### config.mk
export PLATFORM = sky130hd
export DESIGN_NAME = platform_top
export DESIGN_NICKNAME = d
export VERILOG_FILES = /design/src/wb_pkg.sv /design/src/loader_pkg.sv /design/src/uart_rx.sv /design/src/uart_tx.sv /design/src/sp_mem_wb.sv /design/src/wb_loader.sv /design/src/platform_top.sv
export VERILOG_INCLUDE_DIRS = /design/src /design/src/include
export SDC_FILE = /design/constraint.sdc
export NUM_CORES = 2
export LEC_CHECK = 0
export ABC_AREA = 1
export ABC_CLOCK_PERIOD_IN_PS = 3930
export BUFFER_PORTS_ARGS = -buffer_cell sky130_fd_sc_hd__buf_2
export CAP_MARGIN = 20
export CORE_MARGIN = 5
export CORE_UTILIZATION = 30
export CTS_CLUSTER_SIZE = 24
export DETAILED_ROUTE_END_ITERATION = 10
export GPL_ROUTABILITY_DRIVEN = 0
export SLEW_MARGIN = 20
export SYNTH_ARGS = -nofsm -noshare
export SYNTH_HDL_FRONTEND = slang
export SYNTH_SLANG_ARGS = --single-unit
### constraint.sdc
create_clock -name sys_clk -period 3.93 [get_ports sys_clk]
set_clock_uncertainty 0.2 [all_clocks]
set_input_delay 0.393 -clock sys_clk [delete_from_list [all_inputs] [get_ports sys_clk]]
set_output_delay 0.393 -clock sys_clk [all_outputs]
set_load 0.02 [all_outputs]
### src/include/platform_config.svh
// platform build configuration
`ifndef PLATFORM_CONFIG_SVH
`define PLATFORM_CONFIG_SVH

// sys_clk cycles per serial bit, kept short for simulation
`define CLKS_PER_BIT 8

// log2 of memory depth in 32-bit words
`define MEM_SIZE_POT 6

// bus widths
`define ADDR_W 8
`define DATA_W 32

// bytes per command frame, opcode included
`define WR_FRAME_BYTES 6
`define RD_FRAME_BYTES 2

`endif

### src/wb_pkg.sv
// wishbone bus bundles
`include "platform_config.svh"

package wb_pkg;

    // master to slave
    typedef struct packed {
        logic                cyc;
        logic                stb;
        logic                we;
        // word address
        logic [`ADDR_W-1:0]  addr;
        logic [3:0]          sel;
        logic [`DATA_W-1:0]  wdata;
    } wb_req_t;

    // slave to master, exactly one of ack or err per transfer
    typedef struct packed {
        logic                ack;
        logic                err;
        logic [`DATA_W-1:0]  rdata;
    } wb_rsp_t;

endpackage: wb_pkg

### src/loader_pkg.sv
// serial loader protocol types

package loader_pkg;

    // command byte, first byte of every frame
    typedef enum logic [7:0] {
        OP_WRITE = 8'h57,
        OP_READ  = 8'h52
    } opcode_e;

    // single byte replies
    typedef enum logic [7:0] {
        // write done
        RPL_OK  = 8'h4B,
        RPL_ERR = 8'hEE
    } reply_e;

    // status leds, error flag on the top bit
    typedef struct packed {
        logic       err;
        logic [6:0] count;
    } led_t;

endpackage: loader_pkg

### src/uart_rx.sv
// serial byte receiver
`timescale 1ns/100ps
`include "platform_config.svh"

module uart_rx
(
    input  logic       sys_clk,
    input  logic       rst_n_i,
    input  logic       rxd_i,
    output logic [7:0] rx_data_o,
    output logic       rx_valid_o
);

localparam int CLKS  = `CLKS_PER_BIT;
localparam int CNT_W = $clog2(CLKS);

typedef enum logic [1:0] {RX_IDLE, RX_START, RX_DATA, RX_STOP} rx_state_e;

rx_state_e        state_q;
logic [1:0]       sync_q;
logic             rxd_s;
logic [CNT_W-1:0] clk_cnt_q;
logic [2:0]       bit_cnt_q;
logic             period_end;

// two-flop synchronizer, line idles high
always_ff @(posedge sys_clk)
begin
    if (!rst_n_i)
        sync_q <= 2'b11;
    else
        sync_q <= {sync_q[0], rxd_i};
end

assign rxd_s      = sync_q[1];
assign period_end = (clk_cnt_q == CNT_W'(CLKS - 1));

always_ff @(posedge sys_clk)
begin
    if (!rst_n_i)
    begin
        state_q    <= RX_IDLE;
        clk_cnt_q  <= '0;
        bit_cnt_q  <= '0;
        rx_valid_o <= 1'b0;
    end
    else
    begin
        rx_valid_o <= 1'b0;
        clk_cnt_q  <= period_end ? '0 : clk_cnt_q + 1'b1;
        case (state_q)
            RX_IDLE:
            begin
                clk_cnt_q <= '0;
                if (!rxd_s)
                    state_q <= RX_START;
            end
            RX_START:
            begin
                // middle of start bit, realign counter to bit centres
                if (clk_cnt_q == CNT_W'(CLKS / 2 - 1))
                begin
                    clk_cnt_q <= '0;
                    bit_cnt_q <= '0;
                    state_q   <= rxd_s ? RX_IDLE : RX_DATA;
                end
            end
            RX_DATA:
            begin
                if (period_end)
                begin
                    bit_cnt_q <= bit_cnt_q + 3'd1;
                    if (bit_cnt_q == 3'd7)
                        state_q <= RX_STOP;
                end
            end
            RX_STOP:
            begin
                // low stop bit means framing error, byte is lost
                if (period_end)
                begin
                    rx_valid_o <= rxd_s;
                    state_q    <= RX_IDLE;
                end
            end
            default: state_q <= RX_IDLE;
        endcase
    end
end

// lsb arrives first
always_ff @(posedge sys_clk)
begin
    if (state_q == RX_DATA && period_end)
        rx_data_o <= {rxd_s, rx_data_o[7:1]};
end

assert property (@(posedge sys_clk) disable iff (!rst_n_i)
    rx_valid_o |=> !rx_valid_o);

endmodule: uart_rx

### src/uart_tx.sv
// serial byte transmitter
`timescale 1ns/100ps
`include "platform_config.svh"

module uart_tx
(
    input  logic       sys_clk,
    input  logic       rst_n_i,
    input  logic [7:0] tx_data_i,
    input  logic       tx_valid_i,
    output logic       tx_ready_o,
    output logic       txd_o
);

localparam int CLKS  = `CLKS_PER_BIT;
localparam int CNT_W = $clog2(CLKS);

logic             busy_q;
logic [9:0]       shift_q;
logic [CNT_W-1:0] clk_cnt_q;
logic [3:0]       bit_cnt_q;
logic             period_end;

assign tx_ready_o = !busy_q;
assign period_end = (clk_cnt_q == CNT_W'(CLKS - 1));
// line idles on the ones shifted in behind the stop bit
assign txd_o      = shift_q[0];

always_ff @(posedge sys_clk)
begin
    if (!rst_n_i)
    begin
        busy_q    <= 1'b0;
        clk_cnt_q <= '0;
        bit_cnt_q <= '0;
    end
    else if (!busy_q)
    begin
        clk_cnt_q <= '0;
        bit_cnt_q <= '0;
        if (tx_valid_i)
            busy_q <= 1'b1;
    end
    else
    begin
        clk_cnt_q <= period_end ? '0 : clk_cnt_q + 1'b1;
        if (period_end)
        begin
            bit_cnt_q <= bit_cnt_q + 4'd1;
            // last cycle of the stop bit
            if (bit_cnt_q == 4'd9)
                busy_q <= 1'b0;
        end
    end
end

// stop, data lsb first, start
always_ff @(posedge sys_clk)
begin
    if (!rst_n_i)
        shift_q <= '1;
    else if (tx_valid_i && tx_ready_o)
        shift_q <= {1'b1, tx_data_i, 1'b0};
    else if (busy_q && period_end)
        shift_q <= {1'b1, shift_q[9:1]};
end

assert property (@(posedge sys_clk) disable iff (!rst_n_i)
    tx_ready_o |-> txd_o);

endmodule: uart_tx

### src/sp_mem_wb.sv
// single-port word memory
`timescale 1ns/100ps
`include "platform_config.svh"

module sp_mem_wb
(
    input  logic            sys_clk,
    input  logic            rst_n_i,
    input  wb_pkg::wb_req_t wb_req_i,
    output wb_pkg::wb_rsp_t wb_rsp_o
);

localparam int DEPTH = 1 << `MEM_SIZE_POT;

logic [`DATA_W-1:0]       mem [DEPTH];
logic [`MEM_SIZE_POT-1:0] idx;
logic                     in_range;
logic                     req_new;
logic                     ack_q;
logic                     err_q;
logic [`DATA_W-1:0]       rdata_q;

assign idx      = wb_req_i.addr[`MEM_SIZE_POT-1:0];
assign in_range = (wb_req_i.addr < `ADDR_W'(DEPTH));
// one response per strobe, the master holds stb through the ack cycle
assign req_new  = wb_req_i.cyc && wb_req_i.stb && !(ack_q || err_q);

always_ff @(posedge sys_clk)
begin
    if (!rst_n_i)
    begin
        ack_q <= 1'b0;
        err_q <= 1'b0;
    end
    else
    begin
        ack_q <= req_new && in_range;
        err_q <= req_new && !in_range;
    end
end

always_ff @(posedge sys_clk)
begin
    if (req_new && in_range)
    begin
        if (wb_req_i.we)
        begin
            for (int i = 0; i < `DATA_W / 8; i++)
            begin
                if (wb_req_i.sel[i])
                    mem[idx][8*i +: 8] <= wb_req_i.wdata[8*i +: 8];
            end
        end
        rdata_q <= mem[idx];
    end
end

assign wb_rsp_o.ack   = ack_q;
assign wb_rsp_o.err   = err_q;
assign wb_rsp_o.rdata = rdata_q;

assert property (@(posedge sys_clk) disable iff (!rst_n_i)
    !(wb_rsp_o.ack && wb_rsp_o.err));

// responses only follow a strobe
assert property (@(posedge sys_clk) disable iff (!rst_n_i)
    (wb_rsp_o.ack || wb_rsp_o.err) |-> $past(wb_req_i.cyc && wb_req_i.stb));

endmodule: sp_mem_wb

### src/wb_loader.sv
// serial frame loader and bus master
`timescale 1ns/100ps
`include "platform_config.svh"

module wb_loader
(
    input  logic               sys_clk,
    input  logic               rst_n_i,
    input  logic [7:0]         rx_data_i,
    input  logic               rx_valid_i,
    output logic [7:0]         tx_data_o,
    output logic               tx_valid_o,
    input  logic               tx_ready_i,
    output wb_pkg::wb_req_t    wb_req_o,
    input  wb_pkg::wb_rsp_t    wb_rsp_i,
    output loader_pkg::led_t   led_o
);

typedef enum logic [1:0] {S_OPCODE, S_COLLECT, S_BUS, S_REPLY} ld_state_e;

ld_state_e            state_q;
loader_pkg::opcode_e  op_q;
logic [`ADDR_W-1:0]   addr_q;
logic [`DATA_W-1:0]   wdata_q;
logic [`DATA_W-1:0]   reply_q;
logic [2:0]           byte_cnt_q;
logic [2:0]           reply_cnt_q;
logic                 op_known;
logic                 frame_last;
logic                 bus_done;
logic                 tx_fire;
logic                 err_set;

assign op_known = (rx_data_i == loader_pkg::OP_WRITE) || (rx_data_i == loader_pkg::OP_READ);

// byte count includes the opcode
assign frame_last = (op_q == loader_pkg::OP_READ) ?
                    (byte_cnt_q == 3'(`RD_FRAME_BYTES - 1)) :
                    (byte_cnt_q == 3'(`WR_FRAME_BYTES - 1));

assign bus_done = (state_q == S_BUS) && (wb_rsp_i.ack || wb_rsp_i.err);
assign tx_fire  = tx_valid_o && tx_ready_i;

// unknown opcode, byte dropped while busy, or bus error
assign err_set = (rx_valid_i && state_q == S_OPCODE && !op_known) ||
                 (rx_valid_i && (state_q == S_BUS || state_q == S_REPLY)) ||
                 (state_q == S_BUS && wb_rsp_i.err);

always_ff @(posedge sys_clk)
begin
    if (!rst_n_i)
    begin
        state_q     <= S_OPCODE;
        byte_cnt_q  <= '0;
        reply_cnt_q <= '0;
        led_o       <= '0;
    end
    else
    begin
        if (err_set)
            led_o.err <= 1'b1;
        // errored frames still count, wraps at 128
        if (bus_done)
            led_o.count <= led_o.count + 7'd1;

        case (state_q)
            S_OPCODE:
            begin
                if (rx_valid_i && op_known)
                begin
                    byte_cnt_q <= 3'd1;
                    state_q    <= S_COLLECT;
                end
            end
            S_COLLECT:
            begin
                if (rx_valid_i)
                begin
                    byte_cnt_q <= byte_cnt_q + 3'd1;
                    if (frame_last)
                        state_q <= S_BUS;
                end
            end
            S_BUS:
            begin
                if (bus_done)
                begin
                    // a good read returns the whole word
                    reply_cnt_q <= (wb_rsp_i.ack && op_q == loader_pkg::OP_READ) ?
                                   3'(`DATA_W / 8) : 3'd1;
                    state_q     <= S_REPLY;
                end
            end
            S_REPLY:
            begin
                if (tx_fire)
                begin
                    reply_cnt_q <= reply_cnt_q - 3'd1;
                    if (reply_cnt_q == 3'd1)
                        state_q <= S_OPCODE;
                end
            end
            default: state_q <= S_OPCODE;
        endcase
    end
end

// frame fields and reply word
always_ff @(posedge sys_clk)
begin
    if (state_q == S_OPCODE && rx_valid_i && op_known)
        op_q <= loader_pkg::opcode_e'(rx_data_i);

    if (state_q == S_COLLECT && rx_valid_i)
    begin
        if (byte_cnt_q == 3'd1)
            addr_q <= rx_data_i;
        else
            wdata_q <= {rx_data_i, wdata_q[`DATA_W-1:8]};
    end

    if (bus_done)
    begin
        if (wb_rsp_i.err)
            reply_q <= `DATA_W'(loader_pkg::RPL_ERR);
        else if (op_q == loader_pkg::OP_READ)
            reply_q <= wb_rsp_i.rdata;
        else
            reply_q <= `DATA_W'(loader_pkg::RPL_OK);
    end
    else if (state_q == S_REPLY && tx_fire)
        reply_q <= reply_q >> 8;
end

// request held for the whole bus state, drops the cycle after ack or err
always_comb
begin
    wb_req_o.cyc   = (state_q == S_BUS);
    wb_req_o.stb   = (state_q == S_BUS);
    wb_req_o.we    = (op_q == loader_pkg::OP_WRITE);
    wb_req_o.addr  = addr_q;
    wb_req_o.sel   = '1;
    wb_req_o.wdata = wdata_q;
end

assign tx_valid_o = (state_q == S_REPLY);
assign tx_data_o  = reply_q[7:0];

assert property (@(posedge sys_clk) disable iff (!rst_n_i)
    (wb_req_o.stb && !(wb_rsp_i.ack || wb_rsp_i.err)) |=> $stable(wb_req_o));

endmodule: wb_loader

### src/platform_top.sv
// serial memory loader platform
`timescale 1ns/100ps

module platform_top
(
    input  logic       sys_clk,
    input  logic       rst_n_i,
    input  logic       uart_rx_i,
    output logic       uart_tx_o,
    output logic [7:0] led_o
);

logic             rst_n;
logic [2:0]       rst_sync_q;
logic [7:0]       rx_data;
logic             rx_valid;
logic [7:0]       tx_data;
logic             tx_valid;
logic             tx_ready;
wb_pkg::wb_req_t  wb_req;
wb_pkg::wb_rsp_t  wb_rsp;
loader_pkg::led_t led_status;

// three flops, internal reset follows rst_n_i by 3 cycles
always_ff @(posedge sys_clk)
begin
    rst_sync_q <= {rst_sync_q[1:0], rst_n_i};
end

assign rst_n = rst_sync_q[2];

uart_rx i_uart_rx
(
    .sys_clk    (sys_clk),
    .rst_n_i    (rst_n),
    .rxd_i      (uart_rx_i),
    .rx_data_o  (rx_data),
    .rx_valid_o (rx_valid)
);

uart_tx i_uart_tx
(
    .sys_clk    (sys_clk),
    .rst_n_i    (rst_n),
    .tx_data_i  (tx_data),
    .tx_valid_i (tx_valid),
    .tx_ready_o (tx_ready),
    .txd_o      (uart_tx_o)
);

// host side bus master
wb_loader i_loader
(
    .sys_clk    (sys_clk),
    .rst_n_i    (rst_n),
    .rx_data_i  (rx_data),
    .rx_valid_i (rx_valid),
    .tx_data_o  (tx_data),
    .tx_valid_o (tx_valid),
    .tx_ready_i (tx_ready),
    .wb_req_o   (wb_req),
    .wb_rsp_i   (wb_rsp),
    .led_o      (led_status)
);

sp_mem_wb i_mem
(
    .sys_clk  (sys_clk),
    .rst_n_i  (rst_n),
    .wb_req_i (wb_req),
    .wb_rsp_o (wb_rsp)
);

assign led_o = led_status;

endmodule: platform_top

Yosys cells after proc, flatten, opt, wreduce, memory -nomap -nowiden
Memory sizes are Yosys's and may differ from the RTL's. A register that Yosys moved wholly into a read port is not among the register bits.
Index checks and enable logic that the tools add are counted.
{"block": "word_totals", "ff_bits": 137, "ramBits": 2048, "word_cells": 146, "memories": 1}
{"block": "op_classes", "n_addsub": 7, "magnitude_cmp": 1, "eq_ne": 29, "muxes": 41, "n_bitwise": 3, "reduce_logical": 42}
{"memory": "i_mem.mem", "depth": 64, "word_bits": 32, "rd": 1, "rd_clocked_by_memory_dff": 1, "wr": 1, "line": "sp_mem_wb.sv:15", "source": "logic [`DATA_W-1:0] mem [DEPTH];"}
{"cell": "$mux W32", "count": 4}
{"cell": "$eq A8 B7 Y1 const B", "count": 4}
{"cell": "$mux W3", "count": 9}
{"cell": "$mux W2", "count": 12}
{"cell": "$pmux W3 S2", "count": 4}
{"cell": "$mux W9", "count": 2}
{"cell": "$logic_and A1 B1 Y1", "count": 16}
{"cell": "$pmux W2 S4", "count": 2}
{"cell": "$add A3 B1 Y3 const B", "count": 4}
{"cell": "$eq A3 B3 Y1 const B", "count": 4}
{"cell": "$ne A2 B2 Y1 const B", "count": 6}
{"cell": "$reduce_and A3 Y1", "count": 4}
{"cell": "$ne A2 B1 Y1 const B", "count": 5}
{"cell": "$reduce_bool A2 Y1", "count": 5}
{"cell": "$eq A2 B2 Y1 const B", "count": 4}
{"cell": "$lt A8 B7 Y1 const B", "count": 1}
{"cell": "$mux W1", "count": 8}
{"cell": "$add A7 B1 Y7 const B", "count": 1}
{"cell": "$eq A3 B1 Y1 const B", "count": 2}
{"cell": "$reduce_and A2 Y1", "count": 3}
{"cell": "$reduce_and A6 Y1", "count": 1}
{"cell": "$logic_or A1 B1 Y1", "count": 5}
{"cell": "$reduce_and A5 Y1", "count": 1}
{"cell": "$add A4 B1 Y4 const B", "count": 1}
{"cell": "other kinds (8)", "count": 15}

Depth between registers and ports, before layout
{"block": "logic_depth", "depth_word": 6, "depth_mapped": 14}

Hierarchy
From an unflattened synthesis, not the netlist that was laid out.
{"block": "unflattened", "cells_unflattened": 9250, "hier_area_um2": 94003.9}
{"module": "sp_mem_wb", "n_inst": 1, "cells_each": 8737, "area_per_inst_um2": 88257.1, "seq_area_each_um2": 62499.9}
{"module": "wb_loader", "n_inst": 1, "cells_each": 319, "area_per_inst_um2": 3933.8, "seq_area_each_um2": 2722.6}
{"module": "uart_tx", "n_inst": 1, "cells_each": 115, "area_per_inst_um2": 974.7, "seq_area_each_um2": 340.3}
{"module": "uart_rx", "n_inst": 1, "cells_each": 76, "area_per_inst_um2": 778.2, "seq_area_each_um2": 460.4}
{"module": "platform_top", "n_inst": 1, "cells_each": 3, "area_per_inst_um2": 60.1, "seq_area_each_um2": 60.1}

Worst setup path before layout
Ideal clock, no wire load.
{"block": "synth_timing", "kind": "reg2reg", "from": "register i_loader.state_q[0]", "to": "memory i_mem.mem[0][0] (netlist name) (enable)", "setup_time_ps": 421, "arrival_ps": 2912, "required_time_ps": 3309, "setup_slack_ps": 397, "path_stages_with_launch": 7, "n_path_buf": 0, "cell_sequence": "dfxtp_1 -> inv_1 -> ha_1 -> nand2_1 -> nor4_4 -> nand4_1 -> nor2_1"}
{"block": "synth_between", "elab_chain_cells": 5}
{"element": "start, declared", "line": "wb_loader.sv:21", "source": "ld_state_e state_q;"}
{"element": "start signal, assigned", "line": "wb_loader.sv:53", "source": "state_q <= S_OPCODE;"}
{"element": "start signal, assigned", "line": "wb_loader.sv:72", "source": "state_q <= S_COLLECT;"}
{"element": "start signal, assigned", "line": "wb_loader.sv:81", "source": "state_q <= S_BUS;"}
{"element": "$eq A2 B2 Y1", "line": "wb_loader.sv:138, wb_loader.sv:139"}
{"element": "$logic_and A1 B1 Y1", "line": "sp_mem_wb.sv:26", "source": "assign req_new = wb_req_i.cyc && wb_req_i.stb && !(ack_q || err_q);"}
{"element": "$logic_and A1 B1 Y1", "line": "sp_mem_wb.sv:44", "source": "if (req_new && in_range)"}
{"element": "$mux W1", "line": "sp_mem_wb.sv:44"}
{"element": "$mux W1 (implied by the code)", "line": "sp_mem_wb.sv:51", "source": "mem[idx][8*i +: 8] <= wb_req_i.wdata[8*i +: 8];"}
{"element": "end, declared", "line": "sp_mem_wb.sv:15"}
No other way between the ends.

Worst setup path after layout
{"block": "layout_timing", "from": "register i_loader.addr_q[2]", "to": "register i_mem.rdata_q[24] (read register of i_mem.mem), data pin"}
{"block": "layout_between", "elab_chain_cells": 2}
{"element": "start, declared", "line": "wb_loader.sv:23", "source": "logic [`ADDR_W-1:0] addr_q;"}
{"element": "start signal, assigned", "line": "wb_loader.sv:117", "source": "addr_q <= rx_data_i;"}
{"element": "$lt A8 B7 Y1", "line": "sp_mem_wb.sv:24", "source": "assign in_range = (wb_req_i.addr < `ADDR_W'(DEPTH));"}
{"element": "$logic_and A1 B1 Y1", "line": "sp_mem_wb.sv:44"}
{"element": "end, declared", "line": "sp_mem_wb.sv:21", "source": "logic [`DATA_W-1:0] rdata_q;"}
Several ways; a longest one is shown, not always the timed one.
A chain may end at the register's enable or synchronous reset.

==> flow_summary.toml <==
[clock_tree]
cts_tree = "done"
cts_root_buffer = "clkbuf_16"
path_clk_slew_ns = 0.06
clk_latency_ns = 0.88
htree_num_levels = 4
cts_setup_buffers = 0
cts_buffers = 216
cts_hold_buffers = 4
clk_path_buf_depth = 3
clkSinkCount = 2217
cts_resized = 0

[synth]
synth_edf_count = 2168
syn_area_per_cell_um2 = 10.5
syn-num-nets = 8832
yosys_warnings = 0
synth_async_sr_flop_share = 0
ys.flop_type = "edfxtp_1"
ys_seq_area_frac = 0.717
syn_inst = 8805
syn_area_mm2 = 0.0922
synth-seq-cells = 2217
synth.distinct_cells = 34

[pwr]
vdd_ir_drop_max_v = 0.000413
powerDensity_mw_per_mm2 = 437
p_leak_nw = 42.4

[sta]
period_needed_ns = 3.51
finalSetupViolations = 0
slew_viol_final = 0
setup_tns_ns = 0
max-slew-margin-rel = 0.212
post-route-period-util = 0.894
hold_viol = 0
worst_pin_slew_ns = 1.18
rsz0062_at_grt = "false"
timing.fmax_mhz = 285
setup_ws_ns = 0.418

[drt]
routed_wl_um = 268000
via_per_inst = 4.77
drt-pass1-iter-count = 6
drc = 0
via_count = 62500
final_antenna_net_count = 0
drtIter0Drc = 7275
wl_per_cell_um = 20.4

[placed_design]
post-place-ws_ns = 0.594
io_buffer_count = 11
hpwl_um = 149000

[global_routing]
grt_pass1_wl_um = 391000
grt_max_degree = 113
antenna_found_initial = 16
grt_overflow = 0
grt_usage = 0.163
grt_pass1_vias = 58700

[final_layout]
drive_above_1_share = 0.0724
area_growth_pct = 15.1
nets = 8871
fill_cells = 30100

[worst_hold_path]
worstHoldEndpoint = "rst_sync_q[1]$_DFF_P_"
whs_path_depth = 0
hp-class = "reg -> reg"
worstHoldStart = "rst_sync_q[0]$_DFF_P_"

[setup_path]
rr_startpoint = "i_loader.addr_q[2]$_DFFE_PP_"
setup.worst_path.end_class = "flip-flop"
reg2regPathDepth = 10
crit_required_ns = 4.33
worstPathArrival_ns = 3.91
worstSetupStartpointType = "flip-flop"
crit_type = "reg -> reg"
r2r_slack_ns = 0.42
cp_max_fo = 79
r2r_end = "i_mem.rdata_q[24]$_DFFE_PP_"

[floorplan]
fp.dieH_um = 564
initial_core_util = 0.301
die-area_mm2 = 0.318
core_mm2 = 0.306
pin_count = 12
die_w_um = 564
num_rows = 203

[outcome]
outcome = "complete, no violations"

[job]
cap_violations = 0
[worst max path at each step]
stage	startpoint	to	slack, ns	depth (start not counted)
floorplan	i_loader.state_q[0]$_SDFFE_PN0P_	i_mem.mem[0][0]$_DFFE_PP_	0.40	6
global placement	i_loader.addr_q[2]$_DFFE_PP_	i_mem.rdata_q[24]$_DFFE_PP_	0.58	10
CTS	i_loader.addr_q[1]$_DFFE_PP_	i_mem.rdata_q[31]$_DFFE_PP_	0.55	11
finish	i_loader.addr_q[2]$_DFFE_PP_	i_mem.rdata_q[24]$_DFFE_PP_	0.42	10
global route	i_loader.addr_q[2]$_DFFE_PP_	i_mem.rdata_q[24]$_DFFE_PP_	0.34	10
detailed placement	i_loader.addr_q[2]$_DFFE_PP_	i_mem.rdata_q[24]$_DFFE_PP_	0.59	10
[synth_stat cells (2+ instances only)]
cell,instances,area share
a21oi_1,24,0.0013
a22o_1,17,0.0016
buf_1,35,0.0014
buf_2,215,0.012
clkbuf_1,209,0.0085
clkinv_1,4,0.00016
dfxtp_1,49,0.011
edfxtp_1,2168,0.71
ha_1,24,0.0033
inv_1,74,0.0030
nand2_1,5447,0.22
nand3_1,12,0.00065
nand4_1,220,0.015
nor2_1,244,0.0099
nor2_2,2,0.00014
nor3_1,9,0.00049
nor3_2,7,0.00076
nor3b_1,2,0.00016
o21ai_0,17,0.00092
o22a_1,3,0.00029
o311ai_0,6,0.00057
or2_2,4,0.00027
xor2_1,2,0.00019
[stage by stage]
step,cells,hold slack (ns),util,area [um^2],total power [mW]
global placement,12700,0.117,0.324,99200,26.5
finish,13100,0.130,0.347,106000,46.3
detailed placement,12700,0.113,0.324,99200,26.5
floorplan,8805,0.110,-,92200,26.4
global route,13100,0.145,0.347,106000,47.7
CTS,13100,0.134,0.347,106000,46.6
[flip-flops by register name (all words and copies together), names as in the netlist, 2 cells and up, named ones only]
register	count
i_uart_rx.sync_q	2
i_uart_tx.bit_cnt_q	4
i_uart_rx.rx_data_o	8
i_loader.byte_cnt_q	3
i_loader.addr_q	8
i_uart_tx.shift_q	9
i_mem.mem	2048
i_loader.wdata_q	32
i_uart_tx.clk_cnt_q	3
i_mem.rdata_q	32
i_loader.reply_cnt_q	3
rst_sync_q	3
i_loader.state_q	2
i_uart_rx.clk_cnt_q	3
i_uart_rx.bit_cnt_q	3
i_loader.op_q	8
i_loader.reply_q	32
i_loader.led_o	8
[logic make-up after synthesis]
group / synth area share
AND/OR/NAND/NOR: 0.250
flip-flops: 0.717
buffers and inverters: 0.0249
AO/OA/AOI/OAI: 0.00516
adder cells (fa/ha/maj): 0.00326
XOR/XNOR: 0.000285
[per-layer routing]
metal / track usage / wire [um] / vias to the layer above
met2: 0.260 / 123000 / 2655
met3: 0.0291 / 23300 / 449
met4: 0.0579 / 9650 / 6
met1: 0.224 / 111000 / 30400
li1: - / - / 29000
met5: 0.00476 / 239 / -
[final cells by class]
type                            count  area (um^2)  area share
Inverter                           79          319     0.00301
Clock buffer                      265         5610      0.0529
Antenna cell                        5         12.5    0.000118
Clock inverter                    120         1230      0.0116
Sequential cell                  2217        66100       0.623
Timing Repair Buffer              281         3340      0.0315
Multi-Input combinational cell   6049        24300       0.229
Tap cell                         4100         5130      0.0484
[layout by cell type, fill, tap and decap left out, types with 34 or more instances in the layout]
cell,count
buf_12,100
buf_4,166
clkbuf_1,48
clkbuf_16,217
clkinv_1,50
clkinv_2,34
dfxtp_1,49
edfxtp_1,2168
inv_1,73
nand2_1,5447
nand4_1,220
nor2_1,178
nor2_4,65
[critical path: stages (launching register included)]
cell and delay, ns:
edfxtp_1 0.74, inv_8 0.41, buf_12 0.33, nand4_1 0.12
nand2_1 0.07, nor2_1 0.09, nand2_1 0.06, nand2_1 0.07
nand2_1 0.22, nor2_1 0.76, nand2_1 0.09
[power by group]
part	internal, mW	switching (mW)
logic	0.110	0.199
clock network	11.3	9.03
registers	25.7	0.0778
No activity file was read; power rests on OpenSTA's default activity.
